### src/logic/dmac_consts.svh
`ifndef DMAC_CONSTS_SVH
`define DMAC_CONSTS_SVH

// register offsets within the slave window
`define DMAC_CONFIG_OFS 12'h030
`define DMAC_SRC_OFS    12'h100
`define DMAC_DST_OFS    12'h104
`define DMAC_CTRL_OFS   12'h10C
`define DMAC_CHCFG_OFS  12'h110

`define HRESP_OKAY  2'b00
`define HRESP_ERROR 2'b01

`define BUF_DEPTH  16
`define WORD_BYTES 4

// control register fields
`define TS_MSB 11
`define BS_LSB 12
`define BS_MSB 14

`define CH_EN_BIT    0
`define INT_MASK_BIT 1
`define INT_PEND_BIT 2

`endif

### src/logic/dmac_pkg.sv
package dmac_pkg;

   typedef logic [31:0] word_t;
   typedef logic [11:0] reg_offset_t;
   typedef logic [11:0] xfer_size_t;   // bytes left in the transfer
   typedef logic [2:0]  burst_code_t;
   typedef logic [4:0]  beat_cnt_t;    // 0 to 16

   typedef enum logic [1:0] {
      TRANS_IDLE   = 2'b00,
      TRANS_BUSY   = 2'b01,
      TRANS_NONSEQ = 2'b10,
      TRANS_SEQ    = 2'b11
   } htrans_t;

   // AHB encodings, wrapping bursts never issued
   typedef enum logic [2:0] {
      BURST_SINGLE = 3'b000,
      BURST_INCR   = 3'b001,
      BURST_INCR4  = 3'b011,
      BURST_INCR8  = 3'b101,
      BURST_INCR16 = 3'b111
   } hburst_t;

   typedef enum logic [2:0] {
      MS_IDLE, MS_REQ, MS_RADDR, MS_RDATA, MS_WADDR, MS_WDATA
   } master_state_t;

endpackage

### src/logic/dmac_reg_slave.sv
`timescale 1ns/1ps
`include "dmac_consts.svh"

module dmac_reg_slave import dmac_pkg::*; (
   input  logic        HCLK,
   input  logic        HRESETn,
   input  logic        hsel,
   input  logic        hready,
   input  logic        hwrite,
   input  htrans_t     htrans,
   input  word_t       haddr,
   input  word_t       hwdata,
   input  logic        size_dec,
   input  logic        done,
   output word_t       hrdata,
   output logic [1:0]  hresp,
   output logic        hreadyout,
   output logic        run,
   output word_t       src_base,
   output word_t       dst_base,
   output xfer_size_t  xfer_size,
   output burst_code_t burst_code,
   output logic        dmacintr
);

   typedef enum logic [1:0] {S_ADDR, S_DATA, S_ERROR} slave_state_t;

   slave_state_t state;
   slave_state_t state_nxt;
   reg_offset_t  ofs_q;
   logic         wr_q;
   logic         glb_en;
   logic         ch_en;
   logic         int_mask;
   logic         int_pend;
   logic         addr_valid;
   logic         mapped;
   logic         bad_wr;
   logic         reg_wr;
   logic         wr_ctrl;
   logic         wr_chcfg;

   assign addr_valid = hsel && hready && (htrans == TRANS_NONSEQ || htrans == TRANS_SEQ);

   always_comb begin
      case (ofs_q)
         `DMAC_CONFIG_OFS, `DMAC_SRC_OFS, `DMAC_DST_OFS,
         `DMAC_CTRL_OFS, `DMAC_CHCFG_OFS: mapped = 1'b1;
         default:                         mapped = 1'b0;
      endcase
   end

   assign bad_wr   = (state == S_DATA) && wr_q && !mapped;   // first error cycle
   assign reg_wr   = (state == S_DATA) && wr_q && mapped && hready;
   assign wr_ctrl  = reg_wr && (ofs_q == `DMAC_CTRL_OFS);
   assign wr_chcfg = reg_wr && (ofs_q == `DMAC_CHCFG_OFS);

   always_comb begin
      state_nxt = state;
      case (state)
         S_DATA: begin
            if (bad_wr)
               state_nxt = S_ERROR;
            else if (hready)
               state_nxt = addr_valid ? S_DATA : S_ADDR;
         end
         S_ADDR, S_ERROR: state_nxt = addr_valid ? S_DATA : S_ADDR;
         default:         state_nxt = S_ADDR;
      endcase
   end

   always_ff @(posedge HCLK or negedge HRESETn) begin
      if (!HRESETn) begin
         state <= S_ADDR;
         ofs_q <= '0;
         wr_q  <= 1'b0;
      end else begin
         state <= state_nxt;
         if (addr_valid) begin
            ofs_q <= haddr[11:0];
            wr_q  <= hwrite;
         end
      end
   end

   always_ff @(posedge HCLK or negedge HRESETn) begin
      if (!HRESETn) begin
         glb_en     <= 1'b0;
         src_base   <= '0;
         dst_base   <= '0;
         xfer_size  <= '0;
         burst_code <= '0;
         ch_en      <= 1'b0;
         int_mask   <= 1'b0;
         int_pend   <= 1'b0;
      end else begin
         if (reg_wr && ofs_q == `DMAC_CONFIG_OFS)
            glb_en <= hwdata[0];
         if (reg_wr && ofs_q == `DMAC_SRC_OFS)
            src_base <= hwdata;
         if (reg_wr && ofs_q == `DMAC_DST_OFS)
            dst_base <= hwdata;
         // bus write beats the countdown
         if (wr_ctrl) begin
            xfer_size  <= hwdata[`TS_MSB:0];
            burst_code <= hwdata[`BS_MSB:`BS_LSB];
         end else if (size_dec) begin
            xfer_size <= xfer_size - xfer_size_t'(`WORD_BYTES);
         end
         if (wr_chcfg) begin
            ch_en    <= hwdata[`CH_EN_BIT];
            int_mask <= hwdata[`INT_MASK_BIT];
            int_pend <= hwdata[`INT_PEND_BIT];
         end else if (done) begin
            ch_en    <= 1'b0;
            int_pend <= 1'b1;
         end
      end
   end

   always_comb begin
      hrdata = '0;
      if (state == S_DATA && !wr_q) begin
         case (ofs_q)
            `DMAC_CONFIG_OFS: hrdata[0] = glb_en;
            `DMAC_SRC_OFS:    hrdata = src_base;
            `DMAC_DST_OFS:    hrdata = dst_base;
            `DMAC_CTRL_OFS: begin
               hrdata[`TS_MSB:0]       = xfer_size;
               hrdata[`BS_MSB:`BS_LSB] = burst_code;
            end
            `DMAC_CHCFG_OFS: begin
               hrdata[`CH_EN_BIT]    = ch_en;
               hrdata[`INT_MASK_BIT] = int_mask;
               hrdata[`INT_PEND_BIT] = int_pend;
            end
            default: hrdata = '0;   // unmapped reads return zero
         endcase
      end
   end

   assign hresp     = (bad_wr || state == S_ERROR) ? `HRESP_ERROR : `HRESP_OKAY;
   assign hreadyout = !bad_wr;
   assign run       = glb_en && ch_en;
   assign dmacintr  = int_pend && int_mask;

endmodule

### src/logic/dmac_channel_ctrl.sv
`timescale 1ns/1ps
`include "dmac_consts.svh"

module dmac_channel_ctrl import dmac_pkg::*; (
   input  logic        HCLK,
   input  logic        HRESETn,
   input  logic        run,
   input  logic        hready,
   input  logic        hgrant,
   input  word_t       src_base,
   input  word_t       dst_base,
   input  xfer_size_t  xfer_size,
   input  burst_code_t burst_code,
   output logic        size_dec,
   output logic        done,
   output logic        hbusreq,
   output logic        buf_clear,
   output htrans_t     trans,
   output word_t       addr,
   output logic        write,
   output hburst_t     burst
);

   master_state_t state;
   logic          grant_q;
   word_t         src_addr;
   word_t         dst_addr;
   beat_cnt_t     rd_cnt;
   beat_cnt_t     wr_cnt;
   beat_cnt_t     len_q;
   hburst_t       burst_q;
   beat_cnt_t     prog_len;
   hburst_t       prog_burst;
   logic [9:0]    words_left;
   logic          last_rd;
   logic          last_wr;

   assign words_left = xfer_size[11:2];
   assign last_rd    = (rd_cnt == len_q - 5'd1);
   assign last_wr    = (wr_cnt == len_q - 5'd1);

   always_comb begin
      case (burst_code)
         3'd0: begin
            prog_len   = 5'd1;
            prog_burst = BURST_SINGLE;
         end
         3'd1: begin
            prog_len   = 5'd4;
            prog_burst = BURST_INCR4;
         end
         3'd2: begin
            prog_len   = 5'd8;
            prog_burst = BURST_INCR8;
         end
         default: begin
            prog_len   = beat_cnt_t'(`BUF_DEPTH);
            prog_burst = BURST_INCR16;
         end
      endcase
   end

   always_ff @(posedge HCLK or negedge HRESETn) begin
      if (!HRESETn)
         grant_q <= 1'b0;
      else
         grant_q <= hgrant;
   end

   // nothing moves while the bus is stalled
   always_ff @(posedge HCLK or negedge HRESETn) begin
      if (!HRESETn) begin
         state    <= MS_IDLE;
         src_addr <= '0;
         dst_addr <= '0;
         rd_cnt   <= '0;
         wr_cnt   <= '0;
         len_q    <= '0;
         burst_q  <= BURST_SINGLE;
      end else if (hready) begin
         case (state)
            MS_IDLE: begin
               if (run && words_left != '0) begin
                  src_addr <= {src_base[31:2], 2'b00};
                  dst_addr <= {dst_base[31:2], 2'b00};
                  state    <= MS_REQ;
               end
            end
            MS_REQ: begin
               if (grant_q) begin
                  if (words_left < {5'd0, prog_len}) begin   // tail burst
                     len_q   <= words_left[4:0];
                     burst_q <= BURST_INCR;
                  end else begin
                     len_q   <= prog_len;
                     burst_q <= prog_burst;
                  end
                  rd_cnt <= '0;
                  wr_cnt <= '0;
                  state  <= MS_RADDR;
               end
            end
            MS_RADDR: begin
               src_addr <= src_addr + word_t'(`WORD_BYTES);
               rd_cnt   <= rd_cnt + 5'd1;
               if (last_rd)
                  state <= MS_RDATA;
            end
            MS_RDATA: state <= MS_WADDR;   // last read data lands
            MS_WADDR: begin
               dst_addr <= dst_addr + word_t'(`WORD_BYTES);
               wr_cnt   <= wr_cnt + 5'd1;
               if (last_wr)
                  state <= MS_WDATA;
            end
            MS_WDATA: state <= (words_left <= 10'd1) ? MS_IDLE : MS_REQ;
            default:  state <= MS_IDLE;
         endcase
      end
   end

   always_comb begin
      trans = TRANS_IDLE;
      if (state == MS_RADDR)
         trans = (rd_cnt == '0) ? TRANS_NONSEQ : TRANS_SEQ;
      else if (state == MS_WADDR)
         trans = (wr_cnt == '0) ? TRANS_NONSEQ : TRANS_SEQ;
   end

   assign write     = (state == MS_WADDR) || (state == MS_WDATA);
   assign addr      = write ? dst_addr : src_addr;
   assign burst     = burst_q;
   assign hbusreq   = (state != MS_IDLE);
   assign buf_clear = hready && (state == MS_REQ) && grant_q;

   // previous write beat completes on every accepted phase after the first
   assign size_dec = hready && ((state == MS_WADDR && wr_cnt != '0) || state == MS_WDATA);

   assign done = hready && ((state == MS_WDATA && words_left <= 10'd1) ||
                            (state == MS_IDLE && run && words_left == '0));

endmodule

### src/logic/dmac_burst_buffer.sv
`timescale 1ns/1ps
`include "dmac_consts.svh"

module dmac_burst_buffer import dmac_pkg::*; (
   input  logic  HCLK,
   input  logic  HRESETn,
   input  logic  buf_clear,
   input  logic  rd_beat,
   input  logic  wr_beat,
   input  word_t rd_data,
   output word_t wr_data
);

   localparam int IDX_W = $clog2(`BUF_DEPTH);

   word_t     mem [`BUF_DEPTH];
   beat_cnt_t fill_idx;
   beat_cnt_t drain_idx;

   always_ff @(posedge HCLK or negedge HRESETn) begin
      if (!HRESETn) begin
         fill_idx  <= '0;
         drain_idx <= '0;
      end else if (buf_clear) begin
         fill_idx  <= '0;
         drain_idx <= '0;
      end else begin
         if (rd_beat)
            fill_idx <= fill_idx + 5'd1;
         if (wr_beat)
            drain_idx <= drain_idx + 5'd1;
      end
   end

   always_ff @(posedge HCLK) begin
      if (rd_beat)
         mem[fill_idx[IDX_W-1:0]] <= rd_data;
   end

   assign wr_data = mem[drain_idx[IDX_W-1:0]];   // word for the current write beat

endmodule

### src/logic/dmac_master_port.sv
`timescale 1ns/1ps

module dmac_master_port import dmac_pkg::*; (
   input  logic    HCLK,
   input  logic    HRESETn,
   input  logic    hready,
   input  htrans_t trans,
   input  word_t   addr,
   input  logic    write,
   input  hburst_t burst,
   input  word_t   hrdata,
   input  word_t   wr_data,
   output htrans_t m_htrans,
   output word_t   m_haddr,
   output logic    m_hwrite,
   output hburst_t m_hburst,
   output word_t   m_hwdata,
   output logic    rd_beat,
   output logic    wr_beat,
   output word_t   rd_data
);

   logic dp_valid;   // a data phase is in flight
   logic dp_write;

   // address phase straight from the control
   assign m_htrans = trans;
   assign m_haddr  = addr;
   assign m_hwrite = write;
   assign m_hburst = burst;

   always_ff @(posedge HCLK or negedge HRESETn) begin
      if (!HRESETn) begin
         dp_valid <= 1'b0;
         dp_write <= 1'b0;
      end else if (hready) begin
         dp_valid <= (trans == TRANS_NONSEQ) || (trans == TRANS_SEQ);
         dp_write <= write;
      end
   end

   assign rd_beat  = hready && dp_valid && !dp_write;
   assign wr_beat  = hready && dp_valid && dp_write;
   assign rd_data  = hrdata;
   assign m_hwdata = (dp_valid && dp_write) ? wr_data : '0;

endmodule

### src/logic/dmac_top.sv
`timescale 1ns/1ps

module dmac_top import dmac_pkg::*; (
   input  logic       HCLK,
   input  logic       HRESETn,
   // slave side
   input  logic       hsel,
   input  logic       hready,
   input  logic       hwrite,
   input  htrans_t    htrans,
   input  word_t      haddr,
   input  word_t      hwdata,
   output word_t      s_hrdata,
   output logic [1:0] s_hresp,
   output logic       hreadyout,
   // master side
   input  word_t      hrdata,
   input  logic       hgrant,
   output logic       hbusreq,
   output htrans_t    m_htrans,
   output word_t      m_haddr,
   output logic       m_hwrite,
   output hburst_t    m_hburst,
   output word_t      m_hwdata,
   output logic       dmacintr
);

   logic        run;
   word_t       src_base;
   word_t       dst_base;
   xfer_size_t  xfer_size;
   burst_code_t burst_code;
   logic        size_dec;
   logic        done;
   logic        buf_clear;
   htrans_t     trans;
   word_t       addr;
   logic        write;
   hburst_t     burst;
   logic        rd_beat;
   logic        wr_beat;
   word_t       rd_data;
   word_t       wr_data;

   dmac_reg_slave u_reg_slave (
      .HCLK       (HCLK),
      .HRESETn    (HRESETn),
      .hsel       (hsel),
      .hready     (hready),
      .hwrite     (hwrite),
      .htrans     (htrans),
      .haddr      (haddr),
      .hwdata     (hwdata),
      .size_dec   (size_dec),
      .done       (done),
      .hrdata     (s_hrdata),
      .hresp      (s_hresp),
      .hreadyout  (hreadyout),
      .run        (run),
      .src_base   (src_base),
      .dst_base   (dst_base),
      .xfer_size  (xfer_size),
      .burst_code (burst_code),
      .dmacintr   (dmacintr)
   );

   dmac_channel_ctrl u_channel_ctrl (
      .HCLK       (HCLK),
      .HRESETn    (HRESETn),
      .run        (run),
      .hready     (hready),
      .hgrant     (hgrant),
      .src_base   (src_base),
      .dst_base   (dst_base),
      .xfer_size  (xfer_size),
      .burst_code (burst_code),
      .size_dec   (size_dec),
      .done       (done),
      .hbusreq    (hbusreq),
      .buf_clear  (buf_clear),
      .trans      (trans),
      .addr       (addr),
      .write      (write),
      .burst      (burst)
   );

   dmac_burst_buffer u_burst_buffer (
      .HCLK      (HCLK),
      .HRESETn   (HRESETn),
      .buf_clear (buf_clear),
      .rd_beat   (rd_beat),
      .wr_beat   (wr_beat),
      .rd_data   (rd_data),
      .wr_data   (wr_data)
   );

   dmac_master_port u_master_port (
      .HCLK     (HCLK),
      .HRESETn  (HRESETn),
      .hready   (hready),
      .trans    (trans),
      .addr     (addr),
      .write    (write),
      .burst    (burst),
      .hrdata   (hrdata),
      .wr_data  (wr_data),
      .m_htrans (m_htrans),
      .m_haddr  (m_haddr),
      .m_hwrite (m_hwrite),
      .m_hburst (m_hburst),
      .m_hwdata (m_hwdata),
      .rd_beat  (rd_beat),
      .wr_beat  (wr_beat),
      .rd_data  (rd_data)
   );

endmodule

### config.mk
export PLATFORM = sky130hd
export DESIGN_NAME = dmac_top
export DESIGN_NICKNAME = d
export VERILOG_FILES = /design/src/logic/dmac_pkg.sv /design/src/logic/dmac_reg_slave.sv /design/src/logic/dmac_channel_ctrl.sv /design/src/logic/dmac_burst_buffer.sv /design/src/logic/dmac_master_port.sv /design/src/logic/dmac_top.sv
export VERILOG_INCLUDE_DIRS = /design/src /design/src/logic
export SDC_FILE = /design/constraint.sdc
export NUM_CORES = 1
export LEC_CHECK = 0
export ABC_AREA = 1
export BUFFER_PORTS_ARGS = -buffer_cell sky130_fd_sc_hd__buf_2
export CAP_MARGIN = 20
export CORE_MARGIN = 1
export CORE_UTILIZATION = 47
export DETAILED_ROUTE_END_ITERATION = 8
export PLACE_DENSITY = 0.71
export SYNTH_ARGS = -nofsm -noshare
export SYNTH_HDL_FRONTEND = slang
export SYNTH_SLANG_ARGS = --single-unit
### constraint.sdc
create_clock -name HCLK -period 8.2 [get_ports HCLK]
set_clock_uncertainty 0.15 [all_clocks]
set_input_delay 1.23 -clock HCLK [delete_from_list [all_inputs] [get_ports HCLK]]
set_output_delay 1.23 -clock HCLK [all_outputs]
set_load 0.01 [all_outputs]
# Word-level counts from Yosys, hierarchy flattened
# Memories as Yosys holds them, arrays and structs flattened.
# Index checks and enable logic that the tools add are counted.
dict set report totals {
  ff_bits 196
  ram_bits 512
  in_bits 104
  output_inout_bits 107
  elab_cells 167
  mem_count 1
}
# name depth word_bits read_ports rd_ports_with_merged_regs write_ports line
set memory_table {}
lappend memory_table {u_burst_buffer.mem 16 32 1 0 1 dmac_burst_buffer.sv:16} ;# word_t mem [`BUF_DEPTH];
dict set report classes {
  addsub 8
  magnitude_cmp 2
  n_eq_ne 25
  n_mux 46
  n_reduce_logical 62
}
# cell count
set ops {}
lappend ops {{two-way mux 32 bit} 5}
lappend ops {{one-hot mux 32 bit (2 select lines)} 2}
lappend ops {{adder 32 x 3 -> 32 bit (second input constant)} 2}
lappend ops {{== test 12 x 9 -> 1 bit (second input constant)} 4}
lappend ops {{one-hot mux 12 bit (3 select lines)} 1}
lappend ops {{one-hot mux 17 bit (2 select lines)} 1}
lappend ops {{two-way mux 5 bit} 6}
lappend ops {{logical AND 1 bit} 27}
lappend ops {{two-way mux 12 bit} 2}
lappend ops {{adder 5 x 1 -> 5 bit (second input constant)} 4}
lappend ops {{one-hot mux 5 bit (2 select lines)} 2}
lappend ops {{one-hot mux 3 bit (6 select lines)} 1}
lappend ops {{nonzero test 2 bit} 8}
lappend ops {{two-way mux 3 bit} 5}
lappend ops {{one-hot mux 5 bit (3 select lines)} 1}
lappend ops {{AND reduction 3 bit} 5}
lappend ops {{== test 12 x 6 -> 1 bit (second input constant)} 1}
lappend ops {{two-way mux 1 bit} 12}
lappend ops {{subtractor 12 x 3 -> 12 bit (second input constant)} 1}
lappend ops {{== test 2 bit (second input constant)} 5}
lappend ops {{== test 5 bit} 2}
lappend ops {{<= comparator 10 x 1 -> 1 bit (second input constant)} 1}
lappend ops {{zero test 10 bit} 1}
lappend ops {{zero test 5 bit} 2}
lappend ops {{23 further kinds} 42}

# Logic depth before layout (Yosys ltp)
# Gate-level depths: netlist of the first run.
dict set report depth {
  depth_word 7
  depth_mapped 13
  depth_no_buf 13
}

# By module
# Synthesis of the first run repeated with hierarchy kept, for this count alone.
dict set report hier_totals {
  hier_cells 4007
  hier_area_um2 35054.9
}
# mod n_inst cells_each area_per_inst_um2 seq_area_each_um2
set by_module_without_submodules {}
lappend by_module_without_submodules {dmac_burst_buffer 1 2130 22456.5 15574.9}
lappend by_module_without_submodules {dmac_channel_ctrl 1 1056 6510.0 2052.0}
lappend by_module_without_submodules {dmac_reg_slave 1 671 5119.9 2452.4}
lappend by_module_without_submodules {dmac_master_port 1 150 968.4 50.0}

# Worst setup path after synthesis of the first run
# OpenSTA, ideal clock, no wires.
dict set report synth_path {
  path_kind {input-to-reg}
  start {in hready}
  end {mem u_burst_buffer.mem[11][0] in the netlist's numbering, enable pin}
  setup_ns 0.421
  t_arrival_ns 3.283
  required_time_ns 7.629
  setup_slack_ns 4.345
  stages 5
  n_path_buf 1
  path_cell_list {buf_1 > nand3_1 > inv_1 > nand2_1 > nor2_1}
}
dict set report synth_via {
  elab_chain_cells 4
}
# element line
set synth_rtl {}
lappend synth_rtl {{from (decl)} dmac_top.sv:8} ;# input logic hready,
lappend synth_rtl {{logical AND 1 bit (2 in series)} dmac_master_port.sv:42} ;# assign rd_beat = hready && dp_valid && !dp_write;
lappend synth_rtl {{two-way mux 1 bit} dmac_burst_buffer.sv:36} ;# if (rd_beat)
lappend synth_rtl {{two-way mux 1 bit (not written as such)} dmac_burst_buffer.sv:37} ;# mem[fill_idx[IDX_W-1:0]] <= rd_data;
lappend synth_rtl {{to (decl)} dmac_burst_buffer.sv:16}
# No other way between the ends.

# Final worst setup path of the first run
dict set report layout_path {
  start {reg u_burst_buffer.drain_idx[1]}
  end {out m_hwdata[14]}
}
dict set report layout_via {
  elab_chain_cells 2
}
# element line
set layout_rtl {}
lappend layout_rtl {{from (decl)} dmac_burst_buffer.sv:18} ;# beat_cnt_t drain_idx;
lappend layout_rtl {{from (signal assigned)} dmac_burst_buffer.sv:31} ;# drain_idx <= drain_idx + 5'd1;
lappend layout_rtl {{memory read (16 x 32 bit)} n/a}
lappend layout_rtl {{two-way mux 32 bit} dmac_master_port.sv:45} ;# assign m_hwdata = (dp_valid && dp_write) ? wr_data : '0;
lappend layout_rtl {{to (decl)} dmac_top.sv:24} ;# output word_t m_hwdata,
# No other way between the ends.

==> out/qor.yml, run 1 <==
timing:
  fin_setup_tns_ps: 0
  whs_ps: 329
  maxSlewViolCount: 0
  post-route-worst-setup-slack_ps: 2840
  fmax_mhz: 187
  final_hold_viol_count: 0
  rsz0062_at_grt: "no"
  tightest_slew_ps: 1280
  relSlewSlack_pct: 14.4
  fin_crit_sh_pct: 65.3
  fin_crit_ps: 5360
  finalSetupViolCount: 0
critical_path:
  worst-path-buf-inv: 3
  critPathLaunchType: "register"
  cp-end-kind: "output port"
  slowest_delay_ps: 900
  required_ps: 6820
  timing.rr.start: "u_channel_ctrl.state[2]"
  slowest_stage: "clkinv_2"
  cp.arrival_ps: 3980
  cp-startpoint: "u_burst_buffer.drain_idx[1]"
  crit_chain: "clkinv_2, buf_4, o21ai_0, o221ai_1, o211ai_1, a21oi_1, buf_2"
  worstPathMaxFanout: 74
  crit_type: "reg2out"
  crit_family: "buffers and inverters"
global_route:
  gr-total-overflow: 0
  grt_max_degree: 257
  grt_antenna_before_repair: 7
  grt.total_usage_pct: 24.7
  first_global_vias: 22500
  grt_pass1_wl_um: 128000
pwr:
  max-vdd-ir-drop_uv: 156
  power_density_mw_per_mm2: 237
  totalPowerFinal_uw: 8440
  p_leak_uw: 0.0139
place:
  place_area_mm2: 0.0330
  gp_congestion: 0.932
  io_buffers: 186
  pre_cts_ws_ps: 3530
  dpl.hpwl_um: 48200
yosys:
  ys_ff_latch: 702
  synthCells: 3090
  synth_warnings: 0
  ys_types: 36
  synth_area_mm2: 0.0313
  ys_seq_area_share_pct: 64.2
  syn_avg_cell_area_um2: 10.1
clocking:
  clk_pin_slew_ps: 60
  cts_tree: "built"
  h-tree-depth: 3
  post_cts_resized: 0
  cts_buffer_depth: 3
  clkSinkCount: 702
  clock_latency_ps: 630
  cts_setup_buffers: 0
  cts-root-buf: "clkbuf_16"
  cts_hold_buf: 0
  cts_buffers: 75
routing:
  via_count: 23832
  drt-total-wl_um: 83400
  drt-pass1-iter-count: 6
  drt_iter0_drc: 2659
  drcViolationCount: 0
  via_per_inst: 5.75
  ant_nets: 0
  wl_per_cell_um: 20.1
die:
  ios: 211
  row_count: 94
  die_y_um: 260
  start_util_pct: 47.6
  core_area_mm2: 0.0659
  fp.dieW_um: 260
  dieArea_mm2: 0.0677
worst_hold_path:
  hp-start: "u_channel_ctrl.burst[2]"
  min_path_type: "reg2reg"
finish:
  final_common_cell: "nand2_1"
  fin_area_mm2: 0.0356
  drive_gt1_share_pct: 11.1
  mostFrequentLayoutCells: "533 x nand2_1, 512 x edfxtp_1, 449 x o21ai_0"
  fillers: 5687
  layout-area-overhead-vs-synth_pct: 13.6
  nets: 3338
flow_run:
  drv_cap: 0
outcome:
  status: "completed"
## synth_stat cells
cell type / number / area share, %
nor3_1: 28 / 0.45
inv_2: 1 / 0.012
nor2_8: 1 / 0.064
o22ai_1: 48 / 0.96
nand3b_1: 7 / 0.17
o211a_1: 1 / 0.032
buf_4: 10 / 0.24
o21ai_0: 449 / 7.2
a31oi_1: 3 / 0.060
a21oi_1: 103 / 1.6
clkinv_1: 5 / 0.060
xor2_1: 24 / 0.67
o221ai_1: 95 / 2.7
nor4_1: 1 / 0.020
o21a_1: 1 / 0.024
buf_2: 32 / 0.51
and2_1: 1 / 0.020
nand2_1: 534 / 6.4
inv_1: 225 / 2.7
o211ai_1: 44 / 1.1
ha_1: 18 / 0.72
buf_1: 3 / 0.036
or2_2: 3 / 0.060
clkbuf_1: 127 / 1.5
nand3_2: 1 / 0.032
o21ai_2: 1 / 0.028
dfrtp_1: 190 / 15
nor2_1: 404 / 4.8
nand3_1: 153 / 2.4
conb_1: 1 / 0.012
o21ai_1: 36 / 0.57
edfxtp_1: 512 / 49
nand4_1: 23 / 0.46
xnor2_1: 1 / 0.028
nor2_2: 3 / 0.060
nor3_4: 1 / 0.052
## final timing paths
path                                          endpoint  slack (ps)  cells past startpoint
max in group asynchronous  u_burst_buffer.drain_idx[0]        6070                      2
min                            u_channel_ctrl.burst[2]         330                      2
min in group asynchronous     u_reg_slave.dst_base[27]         540                      1
max                                       m_hwdata[14]        2840                      7
min reg2reg                    u_channel_ctrl.burst[2]         330                      2
max reg2reg                    u_channel_ctrl.len_q[3]        5150                      7
## metal layers
layer / track usage (%) / wire [um] / vias to the layer above
met3: 4.19 / 7320 / 202
met4: 8.98 / 2760 / 2
met2: 39.6 / 39000 / 1166
li1: - / - / 11087
met1: 33.8 / 34300 / 11375
met5: 0 / 9 / -
## final cells by class
cell class | instances | area [um^2] | area share, %
inverters | 231 | 873 | 2.45
clock buffers | 91 | 1960 | 5.50
multi-input cells | 1987 | 9750 | 27.4
well taps | 864 | 1080 | 3.04
diodes | 4 | 10.0 | 0.0281
clock inverters | 44 | 522 | 1.47
flip-flops and latches | 702 | 20100 | 56.6
repair buffers | 219 | 1250 | 3.52
## worst min-delay path, stage by stage, from the launching register on
cell     delay [ps]
dfrtp_1         340
nand2_1          50
nand2_1          50
## power by group
part	switching (uW)	internal, uW
Sequential	129	3890
Clock	1430	1950
Combinational	717	315
## stage by stage
| step | std cells | utilization (%) |
|---|---|---|
| 3_5_place_dp | 4000 | 50.1 |
| 2_1_floorplan | 3092 | - |
| 6_report | 4142 | 54.0 |
| 3_3_place_gp | 4000 | 50.1 |
| 5_1_grt | 4141 | 54.0 |
| 4_1_cts | 4135 | 53.9 |
## state kept, by name, summed over array words and instances, names as in the netlist, 2 cells and up
register,flops
u_reg_slave.dst_base,32
u_burst_buffer.mem,512
u_reg_slave.state,2
u_channel_ctrl.src_addr,30
u_reg_slave.src_base,32
u_reg_slave.burst_code,3
u_channel_ctrl.dst_addr,30
u_channel_ctrl.wr_cnt,5
u_reg_slave.ofs_q,12
u_channel_ctrl.burst,3
u_channel_ctrl.rd_cnt,5
u_burst_buffer.fill_idx,4
u_burst_buffer.drain_idx,4
u_reg_slave.xfer_size,12
u_channel_ctrl.len_q,5
u_channel_ctrl.state,3
## cell families after synthesis
kind of cell             after synthesis  synth area share (%)
AND/OR/NAND/NOR                     1160                  15.1
AO/OA/AOI/OAI                        781                  14.2
flip-flops                           702                  64.2
buffers and inverters                403                  5.07
XOR/XNOR                              25                 0.699
adder cells (fa/ha/maj)               18                 0.719
other                                  1                0.0120
Note: power is estimated with default switching activity, not from simulation.
==> inputs of run 2 (changes only) <==
==> constraint.sdc (replaced) <==
create_clock -name HCLK -period 5.2 [get_ports HCLK]
set_clock_uncertainty 0.15 [all_clocks]
set_input_delay 0.78 -clock HCLK [delete_from_list [all_inputs] [get_ports HCLK]]
set_output_delay 0.78 -clock HCLK [all_outputs]
set_load 0.01 [all_outputs]
==> out/qor.yml, run 2 (synthesized netlist as in run 1, its figures left out) <==
clocking:
  cts_hold_buf: 0  # unchanged
  cts_tree: "built"
  clock_latency_ps: 630  # about the same
  cts_setup_buffers: 0  # unchanged
  h-tree-depth: 3  # unchanged
  clk_pin_slew_ps: 60  # about the same
  clkSinkCount: 702  # unchanged
  cts_buffer_depth: 3  # unchanged
  cts_buffers: 75  # unchanged
  post_cts_resized: 0  # unchanged
  cts-root-buf: "clkbuf_16"
timing:
  fmax_mhz: 223
  finalSetupViolCount: 0  # unchanged
  final_hold_viol_count: 0  # unchanged
  fin_crit_ps: 4490
  fin_setup_tns_ps: 0  # unchanged
  fin_crit_sh_pct: 86.3
  rsz0062_at_grt: "no"
  whs_ps: 19.6  # -309 ps
  tightest_slew_ps: 1190  # -93.0 ps
  relSlewSlack_pct: 20.6  # +6.2 points
  maxSlewViolCount: 0  # unchanged
die:
  fp.dieW_um: 260  # unchanged
  start_util_pct: 47.6  # unchanged
  dieArea_mm2: 0.0677  # unchanged
  ios: 211  # unchanged
  row_count: 94  # unchanged
  die_y_um: 260  # unchanged
  core_area_mm2: 0.0659  # unchanged
routing:
  drcViolationCount: 0  # unchanged
  via_per_inst: 5.76  # about the same
  ant_nets: 0  # unchanged
  wl_per_cell_um: 20.4  # +1.3%
  drt-pass1-iter-count: 6  # unchanged
  drt-total-wl_um: 84700  # +1.5%
  via_count: 23909  # +0.32%
  drt_iter0_drc: 2659  # unchanged
pwr:
  p_leak_uw: 0.0139  # +0.12%
  power_density_mw_per_mm2: 371  # +56%
  max-vdd-ir-drop_uv: 270  # +73%
critical_path:
  cp_common_cell: "buf_4"
  rrSetupSlack_ps: 2110  # -3040 ps
  reg2regPathDepth: 10  # +3
  crit_chain: "buf_4, buf_4, o21ai_0, o221ai_1, o211ai_1, a21oi_1, buf_2"
  worstPathMaxFanout: 71  # -4.1%
  required_ps: 4270  # -2550 ps
  slowest_delay_ps: 760  # -140 ps
  crit_type: "reg2out"
  timing.rr.start: "u_channel_ctrl.state[2]"
  r2r_end: "u_channel_ctrl.wr_cnt[4]"
  slowest_stage: "buf_4"
  critPathLaunchType: "register"
  cp-end-kind: "output port"
  cp.arrival_ps: 3560  # -420 ps
place:
  gp_congestion: 0.944  # +1.2%
  dpl.hpwl_um: 50700  # +5.2%
  io_buffers: 186  # unchanged
worst_hold_path:
  min_path_type: "in2async"
finish:
  layout-area-overhead-vs-synth_pct: 13.6  # about the same
  nets: 3346  # +0.24%
  final_core_utilization_pct: 54.1  # about the same
  drive_gt1_share_pct: 11.4  # +0.23 points
  final_common_cell: "nand2_1"
  largest_reg_flops: 512  # unchanged
  mostFrequentLayoutCells: "533 x nand2_1, 512 x edfxtp_1, 449 x o21ai_0"
global_route:
  grt.total_usage_pct: 24.8  # +0.12 points
  first_global_vias: 22476  # -0.11%
  grt_pass1_wl_um: 129000  # +0.71%
  gr-total-overflow: 0  # unchanged
  grt_max_degree: 258  # +0.39%
  grt_antenna_before_repair: 6  # -1
flow_run:
  drv_cap: 0  # unchanged
outcome:
  status: "completed"
[run 2: cell count changes in the layout (fill, tap and decap cells not counted), moves of 2 or more]
cell	before	now
bufinv_16	7	3
clkbuf_1	15	18
inv_6	2	4
diode_2	4	2
clkinv_4	2	0
inv_16	3	0
clkbuf_8	1	6
clkinv_16	3	5
clkinv_2	15	17
buf_4	29	36
[run 2: metal layers]
layer,GRT usage [%],up-vias,wire length (um)
li1,-,11102,-
met1,33.5,11495,35000
met2,40.3,1114,40000
met3,4.06,194,6750
met4,9.29,4,2810
met5,0,-,31
[run 2: metrics by stage]
| stage | setup slack [ps] | instances | instance area [um^2] | power [uW] |
|---|---|---|---|---|
| after floorplan | 1800 | 3092 | 31300 | 7470 |
| after global placement | 1400 | 4009 | 33100 | 8030 |
| after detailed placement | 1360 | 4009 | 33100 | 8060 |
| after CTS | 686 | 4148 | 35500 | 13200 |
| after global routing | 512 | 4151 | 35600 | 13700 |
| final | 711 | 4152 | 35600 | 13200 |
[run 2: worst max-delay path by stage]
stage | from | to | cells after the start
2_1_floorplan | hready | u_burst_buffer.mem[11][0] | 5
3_3_place_gp | u_burst_buffer.drain_idx[1] | m_hwdata[23] | 7
3_5_place_dp | u_burst_buffer.drain_idx[1] | m_hwdata[4] | 7
4_1_cts | u_reg_slave.ofs_q[7] | s_hrdata[28] | 8
5_1_grt | u_reg_slave.ofs_q[7] | s_hrdata[28] | 8
6_report | u_burst_buffer.drain_idx[1] | m_hwdata[23] | 7
[run 2: area by class of cell]
type / instances / area, um^2
Multi-Input combinational cell: 1987 / 9750
Timing Repair Buffer: 227 / 1330
Sequential cell: 702 / 20100
Tap cell: 864 / 1080
Clock inverter: 41 / 414
Inverter: 231 / 873
Fill cell: 5686 / 30300
Antenna cell: 2 / 5.00
Clock buffer: 98 / 2010
[run 2: where the power goes]
group	internal, uW	leakage [uW]	switching [uW]	total (uW)
logic	500	0.00617	1190	1690
clock network	2930	0.00117	2290	5220
registers	6140	0.00660	149	6290
[run 2: worst max-delay path: cells and delay by family, from the launching register on]
family                 cells  cell delay (ps)
AOI/OAI and AO/OA          4              940
buffers and inverters      3             1550
DFF                        1              410
